[src/hdl/spiPkg.sv]
// shared constants for the SPI peripheral; register map is fixed at four 24-bit words
package spiPkg;

  // width of one register and of the data part of an SPI frame
  localparam int DataWidth = 24;

  // register map, selected by bits 1:0 of the command byte
  localparam logic [1:0] AddrCtrl = 2'd0;
  // blink period, in clk cycles minus one
  localparam logic [1:0] AddrPeriod = 2'd1;
  // free-running cycle timer, read only
  localparam logic [1:0] AddrTimer = 2'd2;
  localparam logic [1:0] AddrScratch = 2'd3;

  // command byte layout
  // bit 7 set means write, clear means read
  // bits 6:2 carry no meaning and are dropped
  localparam int CmdWriteBit = 7;

  // returned on miso while the master clocks in the command byte
  localparam logic [7:0] IdByte = 8'h5A;

  // control register fields
  // manual led drive
  localparam int CtrlLedBit = 0;
  // blink enable for the second led
  localparam int CtrlBlinkBit = 1;

  // command byte plus three data bytes
  // anything after this is ignored and answered with zeros
  localparam int FrameBytes = 4;

endpackage

[src/hdl/spiEdgeSync.sv]
// assumes SPI mode 0 with sck half periods of at least 4 clk cycles; SyncStages must be 2 or more
`timescale 1ns/1ps

module spiEdgeSync #(
  parameter int SyncStages = 3
) (
  input  logic clk,
  input  logic rstN,
  input  logic sck,
  input  logic ssel,
  input  logic mosi,
  output logic sckRise,
  output logic sckFall,
  output logic frameStart,
  output logic frameEnd,
  output logic selActive,
  output logic mosiBit
);

  // one shift register per pin, newest sample in bit 0
  logic [SyncStages-1:0] sckSync;
  logic [SyncStages-1:0] sselSync;
  logic [SyncStages-1:0] mosiSync;

  // ssel resets high so no phantom frame edge is seen after reset
  always_ff @(posedge clk or negedge rstN)
  begin
    if (!rstN)
    begin
      sckSync <= '0;
      sselSync <= '1;
      mosiSync <= '0;
    end
    else
    begin
      sckSync <= {sckSync[SyncStages-2:0], sck};
      sselSync <= {sselSync[SyncStages-2:0], ssel};
      mosiSync <= {mosiSync[SyncStages-2:0], mosi};
    end
  end

  // edges come from the two oldest stages
  // older 0 and newer 1 is a rising edge
  assign sckRise = !sckSync[SyncStages-1] && sckSync[SyncStages-2];
  assign sckFall = sckSync[SyncStages-1] && !sckSync[SyncStages-2];

  // select is active low, so a frame opens on its falling edge
  assign frameStart = sselSync[SyncStages-1] && !sselSync[SyncStages-2];
  assign frameEnd = !sselSync[SyncStages-1] && sselSync[SyncStages-2];
  assign selActive = !sselSync[SyncStages-2];

  // mosi taken at the same age as the newer sck stage
  // so it lines up with the sckRise strobe
  assign mosiBit = mosiSync[SyncStages-2];

endmodule

[src/hdl/spiShiftUnit.sv]
// byte-level SPI shifter, MSB first, mode 0; expects txLoad between the 8th rise and the next fall
`timescale 1ns/1ps

module spiShiftUnit (
  input  logic       clk,
  input  logic       rstN,
  input  logic       sckRise,
  input  logic       sckFall,
  input  logic       selActive,
  input  logic       mosiBit,
  input  logic       txLoad,
  input  logic [7:0] txByte,
  output logic [7:0] rxByte,
  output logic       byteDone,
  output logic       miso
);

  // bit position inside the current byte
  logic [2:0] bitCnt;
  // receive shifter, filled from the LSB end
  logic [7:0] rxShift;
  // transmit shifter, MSB drives miso
  logic [7:0] txShift;
  // high on the rise that carries the 8th bit
  logic lastBit;

  assign lastBit = selActive && sckRise && (bitCnt == 3'd7);

  // bit counter only runs inside a frame
  always_ff @(posedge clk or negedge rstN)
  begin
    if (!rstN)
    begin
      bitCnt <= 3'd0;
      byteDone <= 1'b0;
    end
    else
    begin
      // strobe one cycle after the last rise of the byte
      byteDone <= lastBit;
      if (!selActive)
        bitCnt <= 3'd0;
      else if (sckRise)
        bitCnt <= bitCnt + 3'd1;
    end
  end

  // receive data path
  always_ff @(posedge clk)
  begin
    if (selActive && sckRise)
      rxShift <= {rxShift[6:0], mosiBit};
    // full byte held until the next byte is complete
    if (lastBit)
      rxByte <= {rxShift[6:0], mosiBit};
  end

  // transmit shifter
  // the fall right after the 8th rise finds bitCnt back at 0
  // and must not shift, since the next byte was just loaded
  always_ff @(posedge clk or negedge rstN)
  begin
    if (!rstN)
      txShift <= 8'h00;
    else if (txLoad)
      txShift <= txByte;
    else if (!selActive)
      txShift <= 8'h00;
    else if (sckFall && (bitCnt != 3'd0))
      txShift <= {txShift[6:0], 1'b0};
  end

  // single slave on the bus, so miso is never tri-stated
  assign miso = txShift[7];

  // a byte needs eight sck rises, each several clk cycles apart
  byteDoneSingle: assert property (
    @(posedge clk) disable iff (!rstN) byteDone |=> !byteDone
  );

endmodule

[src/hdl/spiFrameCtrl.sv]
// frame sequencer for command byte plus three data bytes; writes commit only on a complete frame
`timescale 1ns/1ps

module spiFrameCtrl (
  input  logic                         clk,
  input  logic                         rstN,
  input  logic                         frameStart,
  input  logic                         frameEnd,
  input  logic                         byteDone,
  input  logic [7:0]                   rxByte,
  input  logic [spiPkg::DataWidth-1:0] regRdata,
  output logic                         txLoad,
  output logic                         regWrite,
  output logic [7:0]                   txByte,
  output logic [1:0]                   regAddr,
  output logic [spiPkg::DataWidth-1:0] regWdata
);

  localparam int DataBytes = spiPkg::FrameBytes - 1;
  localparam int Dw = spiPkg::DataWidth;

  typedef enum logic [1:0] {StIdle, StCmd, StData, StOver} ctrlStateT;

  ctrlStateT state;
  // data bytes seen so far in this frame
  logic [1:0] byteCnt;
  // command fields latched at the end of the command byte
  logic writeQ;
  logic [1:0] addrQ;
  // read word, shifted up one byte per data byte
  logic [Dw-1:0] rdWord;
  logic cmdDone;
  logic cmdIsWrite;
  logic lastData;

  assign cmdDone = byteDone && (state == StCmd);
  assign cmdIsWrite = rxByte[spiPkg::CmdWriteBit];
  assign lastData = byteDone && (state == StData) && (byteCnt == 2'(DataBytes - 1));

  // address comes straight from the command byte while it completes
  // so the read word is captured in that same cycle
  assign regAddr = cmdDone ? rxByte[1:0] : addrQ;

  always_ff @(posedge clk or negedge rstN)
  begin
    if (!rstN)
    begin
      state <= StIdle;
      byteCnt <= 2'd0;
      writeQ <= 1'b0;
      addrQ <= 2'd0;
      txLoad <= 1'b0;
      regWrite <= 1'b0;
    end
    else
    begin
      // both strobes last one cycle
      txLoad <= 1'b0;
      regWrite <= 1'b0;
      if (frameEnd)
      begin
        // ssel went high, any partial write is dropped here
        state <= StIdle;
        byteCnt <= 2'd0;
      end
      else if (frameStart)
      begin
        state <= StCmd;
        byteCnt <= 2'd0;
        txLoad <= 1'b1;
      end
      else if (byteDone)
      begin
        case (state)
          StCmd:
          begin
            writeQ <= cmdIsWrite;
            addrQ <= rxByte[1:0];
            state <= StData;
            txLoad <= 1'b1;
          end
          StData:
          begin
            byteCnt <= byteCnt + 2'd1;
            txLoad <= 1'b1;
            if (lastData)
            begin
              state <= StOver;
              // commit all three bytes together
              regWrite <= writeQ;
            end
          end
          // extra bytes just get zeros back
          StOver: txLoad <= 1'b1;
          default: ;
        endcase
      end
    end
  end

  // payload path, qualified by the control strobes above
  always_ff @(posedge clk)
  begin
    if (frameStart)
      txByte <= spiPkg::IdByte;
    else if (cmdDone)
    begin
      // timer is snapshotted here for a read
      rdWord <= cmdIsWrite ? '0 : regRdata;
      txByte <= cmdIsWrite ? 8'h00 : regRdata[Dw-1 -: 8];
    end
    else if (byteDone && (state == StData || state == StOver))
    begin
      // rdWord drains to zero after the last data byte
      txByte <= rdWord[Dw-9 -: 8];
      rdWord <= rdWord << 8;
    end
    // write data assembled MSB byte first
    if (byteDone && (state == StData))
      regWdata <= {regWdata[Dw-9:0], rxByte};
  end

  // write commit must land while select is still low
  writeInsideFrame: assert property (
    @(posedge clk) disable iff (!rstN)
    regWrite |-> !frameEnd
  );

endmodule

[src/hdl/regBank.sv]
// four-word register map; timer address is read only and TimerWidth must not exceed DataWidth
`timescale 1ns/1ps

module regBank #(
  parameter int TimerWidth = 24
) (
  input  logic                         clk,
  input  logic                         rstN,
  input  logic                         regWrite,
  input  logic [1:0]                   regAddr,
  input  logic [spiPkg::DataWidth-1:0] regWdata,
  input  logic [TimerWidth-1:0]        timerValue,
  output logic [spiPkg::DataWidth-1:0] regRdata,
  output logic                         ledManual,
  output logic                         blinkEnable,
  output logic                         restartBlink,
  output logic [spiPkg::DataWidth-1:0] blinkPeriod
);

  localparam int Dw = spiPkg::DataWidth;

  // only bits 1:0 of control drive anything
  // the rest is kept so software reads back what it wrote
  logic [Dw-1:0] ctrlReg;
  logic [Dw-1:0] periodReg;
  logic [Dw-1:0] scratchReg;
  // timer widened to a full register word
  logic [Dw-1:0] timerExt;

  always_ff @(posedge clk or negedge rstN)
  begin
    if (!rstN)
    begin
      ctrlReg <= '0;
      periodReg <= '0;
      scratchReg <= '0;
    end
    else if (regWrite)
    begin
      case (regAddr)
        spiPkg::AddrCtrl: ctrlReg <= regWdata;
        spiPkg::AddrPeriod: periodReg <= regWdata;
        spiPkg::AddrScratch: scratchReg <= regWdata;
        // timer writes fall through and are lost
        default: ;
      endcase
    end
  end

  // divider restarts on the same edge the new value lands
  assign restartBlink = regWrite &&
                        (regAddr == spiPkg::AddrCtrl || regAddr == spiPkg::AddrPeriod);

  always_comb
  begin
    timerExt = '0;
    timerExt[TimerWidth-1:0] = timerValue;
  end

  // read mux, combinational on the current address
  always_comb
  begin
    case (regAddr)
      spiPkg::AddrCtrl: regRdata = ctrlReg;
      spiPkg::AddrPeriod: regRdata = periodReg;
      spiPkg::AddrTimer: regRdata = timerExt;
      default: regRdata = scratchReg;
    endcase
  end

  assign ledManual = ctrlReg[spiPkg::CtrlLedBit];
  assign blinkEnable = ctrlReg[spiPkg::CtrlBlinkBit];
  assign blinkPeriod = periodReg;

endmodule

[src/hdl/ledTimer.sv]
// cycle timer and led driver; led[1] toggles every blinkPeriod+1 cycles and wraps silently
`timescale 1ns/1ps

module ledTimer #(
  parameter int TimerWidth = 24
) (
  input  logic                         clk,
  input  logic                         rstN,
  input  logic                         blinkEnable,
  input  logic                         ledManual,
  input  logic                         restartBlink,
  input  logic [spiPkg::DataWidth-1:0] blinkPeriod,
  output logic [TimerWidth-1:0]        timerValue,
  output logic [1:0]                   led
);

  // divider counts 0 up to blinkPeriod inclusive
  logic [spiPkg::DataWidth-1:0] divCnt;
  logic blinkBit;

  // free-running, wraps at 2**TimerWidth
  always_ff @(posedge clk or negedge rstN)
  begin
    if (!rstN)
      timerValue <= '0;
    else
      timerValue <= timerValue + 1'b1;
  end

  always_ff @(posedge clk or negedge rstN)
  begin
    if (!rstN)
    begin
      divCnt <= '0;
      blinkBit <= 1'b0;
    end
    else if (restartBlink || !blinkEnable)
    begin
      // start over from a dark led
      divCnt <= '0;
      blinkBit <= 1'b0;
    end
    else if (divCnt == blinkPeriod)
    begin
      // P+1 cycles between toggles
      divCnt <= '0;
      blinkBit <= !blinkBit;
    end
    else
      divCnt <= divCnt + 1'b1;
  end

  // blink bit is already cleared whenever blinking is off
  assign led = {blinkBit, ledManual};

endmodule

[src/hdl/spiPeriphTop.sv]
// SPI mode 0 peripheral top; sck half period must be at least 4 clk cycles, single slave only
`timescale 1ns/1ps

module spiPeriphTop #(
  parameter int SyncStages = 3,
  parameter int TimerWidth = 24
) (
  input  logic       clk,
  input  logic       rstN,
  input  logic       sck,
  input  logic       ssel,
  input  logic       mosi,
  output logic       miso,
  output logic [1:0] led
);

  // pin side strobes
  logic sckRise;
  logic sckFall;
  logic frameStart;
  logic frameEnd;
  logic selActive;
  logic mosiBit;
  // byte interface between shifter and sequencer
  logic byteDone;
  logic [7:0] rxByte;
  logic txLoad;
  logic [7:0] txByte;
  // register access
  logic regWrite;
  logic [1:0] regAddr;
  logic [spiPkg::DataWidth-1:0] regWdata;
  logic [spiPkg::DataWidth-1:0] regRdata;
  // led and timer controls
  logic ledManual;
  logic blinkEnable;
  logic restartBlink;
  logic [spiPkg::DataWidth-1:0] blinkPeriod;
  logic [TimerWidth-1:0] timerValue;

  spiEdgeSync #(.SyncStages(SyncStages)) uSync (
    .clk(clk), .rstN(rstN), .sck(sck), .ssel(ssel), .mosi(mosi),
    .sckRise(sckRise), .sckFall(sckFall), .frameStart(frameStart),
    .frameEnd(frameEnd), .selActive(selActive), .mosiBit(mosiBit)
  );

  spiShiftUnit uShift (
    .clk(clk), .rstN(rstN), .sckRise(sckRise), .sckFall(sckFall),
    .selActive(selActive), .mosiBit(mosiBit), .txLoad(txLoad), .txByte(txByte),
    .rxByte(rxByte), .byteDone(byteDone), .miso(miso)
  );

  spiFrameCtrl uCtrl (
    .clk(clk), .rstN(rstN), .frameStart(frameStart), .frameEnd(frameEnd),
    .byteDone(byteDone), .rxByte(rxByte), .regRdata(regRdata), .txLoad(txLoad),
    .regWrite(regWrite), .txByte(txByte), .regAddr(regAddr), .regWdata(regWdata)
  );

  regBank #(.TimerWidth(TimerWidth)) uRegs (
    .clk(clk), .rstN(rstN), .regWrite(regWrite), .regAddr(regAddr),
    .regWdata(regWdata), .timerValue(timerValue), .regRdata(regRdata),
    .ledManual(ledManual), .blinkEnable(blinkEnable),
    .restartBlink(restartBlink), .blinkPeriod(blinkPeriod)
  );

  ledTimer #(.TimerWidth(TimerWidth)) uLed (
    .clk(clk), .rstN(rstN), .blinkEnable(blinkEnable), .ledManual(ledManual),
    .restartBlink(restartBlink), .blinkPeriod(blinkPeriod),
    .timerValue(timerValue), .led(led)
  );

endmodule

[config.mk]
export PLATFORM = sky130hd
export DESIGN_NAME = spiPeriphTop
export DESIGN_NICKNAME = d
export VERILOG_FILES = /design/src/hdl/spiPkg.sv /design/src/hdl/spiEdgeSync.sv /design/src/hdl/spiShiftUnit.sv /design/src/hdl/spiFrameCtrl.sv /design/src/hdl/regBank.sv /design/src/hdl/ledTimer.sv /design/src/hdl/spiPeriphTop.sv
export SDC_FILE = /design/constraint.sdc
export NUM_CORES = 1
export LEC_CHECK = 0
export BUFFER_PORTS_ARGS = -buffer_cell sky130_fd_sc_hd__buf_2
export CORE_UTILIZATION = 44
export DETAILED_ROUTE_END_ITERATION = 12
export GPL_ROUTABILITY_DRIVEN = 0
export PLACE_DENSITY_LB_ADDON = 0.2
export SKIP_LAST_GASP = 1
export SYNTH_ARGS = -nofsm -noshare
export SYNTH_HDL_FRONTEND = slang
export SYNTH_SLANG_ARGS = --single-unit
[constraint.sdc]
create_clock -name clk -period 2 [get_ports clk]
set_input_delay 0 -clock clk [delete_from_list [all_inputs] [get_ports clk]]
set_output_delay 0 -clock clk [all_outputs]
set_load 0.005 [all_outputs]
==> results of run 1 <==
final cells by class:
type                            count  share of cell area [%]
Clock buffer                       31                    5.76
Inverter                           16                   0.552
Clock inverter                     11                   0.552
Timing Repair Buffer               55                    6.05
Sequential cell                   213                    51.2
Multi-Input combinational cell    437                    32.8
Tap cell                          270                    3.10
per-layer routing:
layer	global-route usage, %	share of wire [%]
met5	0	0
met3	3.07	3.2
met4	5.46	2.5
met2	31.8	48
met1	27.0	47
per-stage QoR:
step | hold slack (ns) | setup WS, ns | total power, W
after floorplan | -0.296 | -0.0378 | 0.00480
after global placement | 0.00681 | 0.0159 | 0.00494
after detailed placement | 0.0144 | -0.0359 | 0.00496
after CTS | 0.0622 | -0.0229 | 0.00888
after global routing | 0.0844 | -0.0482 | 0.00910
final | 0.0373 | 0.000103 | 0.00879
state kept, by name, indices dropped and copies added, names as in the netlist, 16 cells and up:
signal and count:
uCtrl.regWdata 24, uLed.divCnt 24, uLed.timerValue 24, uRegs.blinkPeriod 24
uRegs.ctrlReg 24, uRegs.scratchReg 24, uCtrl.rdWord 16
what timing repair did:
item | CTS | global route
endpoints found under the hold margin | 153 | 0
gates resized for setup | 2 | 26
setup endpoints to repair | 5 | 110
hold buffers | 4 | 0
pin swaps | 0 | 12
setup buffers | 0 | 6
cloned | 1 | 5
synth_stat cells (9+ instances only):
| cell | instances | area [um^2] |
|---|---|---|
| mux2i_1 | 27 | 270 |
| nor2_1 | 55 | 206 |
| mux2_2 | 55 | 619 |
| nand2_1 | 26 | 97.6 |
| inv_1 | 16 | 60.1 |
| a211oi_1 | 16 | 120 |
| nor3_1 | 11 | 55.1 |
| nand4_1 | 10 | 62.6 |
| a21oi_1 | 12 | 60.1 |
| buf_2 | 11 | 55.1 |
| xnor2_1 | 26 | 228 |
| dfrtp_1 | 147 | 3680 |
| and3_1 | 9 | 56.3 |
| xor2_1 | 44 | 385 |
| clkbuf_1 | 9 | 33.8 |
| o22ai_1 | 24 | 150 |
| edfxtp_1 | 55 | 1650 |
| nand3_1 | 24 | 120 |
| ha_1 | 12 | 150 |
| mux2_4 | 20 | 300 |
where the power goes:
part	total [W]	switching [W]	leakage, nW	internal, W
registers	0.00454	0.0000370	2.56	0.00450
logic	0.000351	0.000210	2.11	0.000141
clock network	0.00390	0.00169	0.342	0.00221
total	0.00879	0.00194	5.01	0.00685
worst max-delay path by stage:
stage,startpoint,depth (start not counted),slack (ns),to
2_1_floorplan,uCtrl.state[1]$_DFFE_PN0P_,8,-0.04,uCtrl.rdWord[13]$_DFFE_PP_
3_3_place_gp,uCtrl.state[0]$_DFFE_PN0P_,7,0.02,uCtrl.rdWord[9]$_DFFE_PP_
3_5_place_dp,uCtrl.state[1]$_DFFE_PN0P_,9,-0.04,uCtrl.txByte[5]$_SDFFE_PP0P_
4_1_cts,uCtrl.state[1]$_DFFE_PN0P_,8,-0.02,uCtrl.txByte[5]$_SDFFE_PP0P_
5_1_grt,uCtrl.state[1]$_DFFE_PN0P_,9,-0.05,uCtrl.txByte[2]$_SDFFE_PP0P_
6_report,uCtrl.state[1]$_DFFE_PN0P_,9,0.0001,uCtrl.txByte[5]$_SDFFE_PP0P_
logic make-up after synthesis:
group,after synthesis
compound gates,92
simple gates,159
xor+xnor,70
fa+ha+maj,12
buf+inv,47
flops,213
mux,104
==> summary.md, run 1 <==
| Metric | Value |
|---|---|
| Outcome | complete, no violations |
| Nets | roughly 760 |
| Aggregate global routing overflow | 0 |
| Commonest non-fill, non-tap cell in the layout | dfrtp_1 |
| Final hold vios | 0 |
| Row count | between 50 and 60 |
| Max Freq | between 0.5 and 0.6 GHz |
| DRT antenna net count | 0 |
| Post-Layout Inst Area | ~0.011 mm^2 |
| CP Max Fanout | 8 |
| Final period utilization | 100% |
| RR Endpoint | uCtrl.txByte[5]$_SDFFE_PP0P_ |
| FF+latch count, synth | roughly 210 |
| Clock Sinks | ~210 |
| WS Path Type | flop to flop |
| Die height | about 150 um |
| Layout Area Growth over Synthesis | 17.6% |
| Warnings, synthesis | 0 |
| Cell Count, Final, Fillers Out | ~1000 |
| Initial antenna violation count | 0 |
| Via Count | 5629 |
| Routed len/inst | between 20 and 25 um |
| DP Wirelength | 14.2 mm |
| DR iter-0 viols | 293 |
| Synth Net Count | around 700 |
| Number of diodes | 0 |
| Port Buffers | 7 |
| Multi-input gate area | about 0.0036 mm^2 |
| Reg2reg setup slack | approximately 0.00010 ns |
| Mapped cell area | roughly 0.0093 mm^2 |
| H-tree levels | 1 |
| Post-synthesis adder-cell area fraction | 1.62% |
| Fin crit period | roughly 2 ns |
| Sequential-to-total area share from yosys stat | between 60% and 70% |
| Max cap viols | 0 |
| Hold Path Class | primary input to asynchronous set/reset pin |
| Commonest non-fill, non-tap cells in the layout | dfrtp_1, nor2_1, edfxtp_1, mux2_2, xor2_1 |
| Share of cells above drive strength 1 | roughly 24% |
| Post-Synth XOR/XNOR Area | around 6.6% |
| CP endpoint kind | flop |
| Synth Area in Compound Gates | 7.04% |
| Seq. cell area | about 0.0056 mm^2 |
| Initial Utilization | roughly 45% |
| Placed cells | approximately 980 |
| Vias in the first global route | roughly 5900 |
| Worst path slowest cell | dfrtp_1 |
| Lkg Pwr | between 5 and 6 nW |
| RSZ-0062 raised after global routing | yes |
| Vias per cell | around 5.4 |
| CP peak stage delay | 0.38 ns |
| Final setup viols | 0 |
| Post-placement cell area | 0.00984 mm^2 |
| Largest family of logic cells by synthesized area | multiplexers |
| Overall Global Routing Usage | 19.5% |
| Worst EP required | 2.41 ns |
| Clock latency on the worst-skew pair | roughly 0.52 ns |
| Fill cells | 1739 |
| Max-slew violations | 0 |
| Power density cells | 808 mW/mm^2 |
| Unique cell type count in the Yosys netlist | 51 |
| Maximum vdd drop | between 0.5 and 0.6 mV |
| Cells along the critical path | inv_2, ha_4, nand2_4, mux2i_4, buf_12, buf_12, mux2i_1, a211o_1, a311oi_2 |
| CP bufs+invs | 3 |
| Multiplexer share of the synthesized area | between 10% and 20% |
| TNS Setup | 0 ns |
| Post-Synthesis Cells | ~700 |
| Slew headroom | 62.2% |
| FFs w/ async S/R, synth | ~70% |
| Largest delay share family, worst path | compound AO/OA/AOI/OAI gates |
| Core Util, Final | 53.3% |
| Simple-Gate Fraction of Synth Area | ~8.5% |
| Syn_area_per_cell | 13.3 um^2 |
| Top_reg_cell synth | dfrtp_1 |
| Slew @ Worst Pin | about 0.57 ns |
| Clock Skews | between 0.02 and 0.025 ns |
| Drt first pass iters | 4 |
| Post-synth EDFFs | 55 |
| Clock slew at reported path FFs | 0.06 ns |
| Worst Reg2Reg Path Length in Cells | 9 |
| Most common cell on crit path | buf_12 |
| Clock Path Buffers | 3 |
| Die area | about 0.022 mm^2 |
| RR Startpoint | uCtrl.state[1]$_DFFE_PN0P_ |
| First-pass GRT wire length | 32.7 mm |
| CTS buffer count | 23 |
| CTS tree | done |
| CP Launch Type | flop |
| IO Count | 8 |
| Die X | between 100 and 150 um |
| # DRC | 0 |
| Root Driver | clkbuf_16 |
| WL final | around 21 mm |
| Worst Path Arrival | ~2.4 ns |
| Largest net degree at the start of global routing | 53 |
| Core area | between 0.02 and 0.025 mm^2 |
(Power assumes the default switching activity.)
==> run 2: changes to the inputs <==
==> constraint.sdc (replaced) <==
create_clock -name clk -period 1.8 [get_ports clk]
set_input_delay 0 -clock clk [delete_from_list [all_inputs] [get_ports clk]]
set_output_delay 0 -clock clk [all_outputs]
set_load 0.005 [all_outputs]
==> run 2 against run 1 <==
The flow now finishes with violations (negative setup slack). Combinational power grew 30%. Final cell count is 6.2% higher. Setup slack got worse by 0.28 ns. Cell area is 7.8% higher. Global-route usage is 1.4 points higher. Power grew 14%. Sequential share of layout area down 3.7 points. First-iteration DRC count rose by 38%. Clock-buffer cell count unchanged. Critical endpoint is now uCtrl.rdWord[10]$_DFFE_PP_. Largest power group unchanged.
==> summary.md, run 2 (synthesis results as in run 1) <==
| Metric | Value |
|---|---|
| Die X | 147 um (unchanged) |
| Nets | 828 (+8.5%) |
| CTS tree | done |
| WL final | 22.2 mm (+6.5%) |
| IO Count | 8 (unchanged) |
| Port Buffers | 7 (unchanged) |
| Vias per cell | 5.50 (+0.86%) |
| Lkg Pwr | 5.34 nW (+6.6%) |
| CP endpoint kind | flop |
| Aggregate global routing overflow | 0 (unchanged) |
| Number of diodes | 0 (unchanged) |
| Slew @ Worst Pin | 0.465 ns (-0.101 ns) |
| Final hold vios | 0 (unchanged) |
| Die height | 147 um (unchanged) |
| RR Startpoint | uCtrl.state[0]$_DFFE_PN0P_ |
| Commonest non-fill, non-tap cells in the layout | dfrtp_1, buf_4, nor2_1, edfxtp_1 |
| Initial Utilization | 45.3% (unchanged) |
| Power density cells | 851 mW/mm^2 (+5.4%) |
| First-pass GRT wire length | 34.8 mm (+6.4%) |
| Clock Skews | 0.0195 ns (-0.00338 ns) |
| DRT antenna net count | 0 (unchanged) |
| Tot Pwr | 0.00999 W (+14%) |
| Worst EP required | 2.05 ns (-0.36 ns) |
| Root Driver | clkbuf_16 |
| Largest net degree at the start of global routing | 43 (-19%) |
| DR iter-0 viols | 405 (+38%) |
| # DRC | 0 (unchanged) |
| Hold WS | 0.0774 ns (+0.0401 ns) |
| WS Path Type | flop to flop |
| Final period utilization | 116% (+16 points) |
| Clock Sinks | 213 (unchanged) |
| Max cap viols | 0 (unchanged) |
| Layout Area Growth over Synthesis | 26.8% |
| Clock slew at reported path FFs | 0.06 ns (about the same) |
| Post-placement cell area | 0.0103 mm^2 (+4.8%) |
| Max-slew violations | 0 (unchanged) |
| CP Max Fanout | 5 (-3) |
| Via Count | 6029 (+7.1%) |
| Outcome | finished with violations |
| Share of cells above drive strength 1 | 32.4% (+8.0 points) |
| Row count | 52 (unchanged) |
| DP Wirelength | 14.4 mm (+1.7%) |
| Worst Path Arrival | 2.34 ns (-0.07 ns) |
| Worst Reg2Reg Path Length in Cells | 8 (-1) |
| Drt first pass iters | 5 (+1) |
| Setup ws final | -0.282 ns (-0.282 ns) |
| Clock latency on the worst-skew pair | 0.51 ns (about the same) |
| Overall Global Routing Usage | 20.8% (+1.4 points) |
| Vias in the first global route | 6259 (+6.6%) |
| Max Freq | 0.480 GHz (-3.9%) |
| Crit path launch | uCtrl.state[0]$_DFFE_PN0P_ |
| Final setup viols | 120 (+120) |
| Clock Path Buffers | 3 (unchanged) |
| Fin crit period | 2.08 ns (+0.0817 ns) |
| Die area | 0.0216 mm^2 (unchanged) |
| RSZ-0062 raised after global routing | yes |
| Fill cells | 1612 (-7.3%) |
| Slew headroom | 68.7% (+6.5 points) |
| Violated checks | negative setup slack |
| CP Launch Type | flop |
| Maximum vdd drop | 0.725 mV (+28%) |
| Commonest non-fill, non-tap cell in the layout | dfrtp_1 |
| Initial antenna violation count | 0 (unchanged) |
| Routed len/inst | 20.2 um (+0.25%) |
| CTS buffer count | 23 (unchanged) |
| H-tree levels | 1 (unchanged) |
| Core area | 0.0204 mm^2 (unchanged) |
| Post-Layout Inst Area | 0.0117 mm^2 (+7.8%) |
| Hold Path Class | primary input to asynchronous set/reset pin |
[run 2: cell count changes in the layout (fill, tap and decap cells not counted), sizes merged]
cell	change
clkinv	-1
clkinvlp	-1
inv	-1
clkbuf	+2
buf	+63
bufinv	+2
[run 2: final timing paths]
path	slack (ns)	endpoint
setup reg to reg	-0.28	uCtrl.rdWord[10]$_DFFE_PP_
min in group clk	0.15	uSync.mosiSync[0]$_DFF_PN0_
max in group asynchronous	1.41	uSync.sselSync[2]$_DFF_PN1_
setup / recovery	-0.28	uCtrl.rdWord[10]$_DFFE_PP_
hold / removal	0.08	uLed.divCnt[18]$_DFF_PN0_
hold reg to reg	0.35	uSync.mosiSync[1]$_DFF_PN0_
[run 2: layout make-up]
type                       count  area (um^2)  area share [%]
clock buffer                  31          606            5.16
tap                          270          338            2.88
clock inverter                10         96.3           0.821
multi-input combinational    437         3750            32.0
timing repair buffer         120         1310            11.1
inverter                      16         60.1           0.512
sequential                   213         5570            47.5
[run 2: report_power, final]
part	switching (W)	internal, W
Clock	0.00185	0.00264
Combinational	0.000255	0.000202
Sequential	0.0000413	0.00500
Total	0.00214	0.00784
[run 2: repair_timing]
action	4_1_cts	5_1_grt
endpoints found under the hold margin	153	0
gates resized for setup	35	31
setup endpoints to repair	121	143
setup buffers	15	7
gates cloned	7	6
pin swaps	17	21
hold buffers	5	0
[run 2: critical path, cell delays in order, from the launching register on]
cell	delay, ns
dfrtp_1	0.41
ha_4	0.20
nand2_4	0.09
mux2i_4	0.32
buf_12	0.17
buf_8	0.12
mux2i_2	0.25
a211oi_1	0.11
a21o_1	0.17
[run 2: per-layer routing]
metal  vias to the layer above  track usage (%)  part of all wire, %
li1                       2755                -                    -
met4                         0             5.57                  1.8
met3                        35             3.48                  5.0
met1                      3094             28.6                   45
met2                       145             34.4                   48
met5                         -                0                    0
[run 2: metrics by stage]
| step | TNS, ns | utilization [%] | cells | worst slack, ns |
|---|---|---|---|---|
| final | -22.19 | 57.4 | 1097 | -0.282 |
| after global placement | -15.87 | 50.5 | 1023 | -0.291 |
| after floorplan | -11.80 | - | 697 | -0.187 |
| after global routing | -28.89 | 57.4 | 1097 | -0.326 |
| after CTS | -22.66 | 56.7 | 1090 | -0.287 |
| after detailed placement | -19.28 | 50.5 | 1023 | -0.306 |
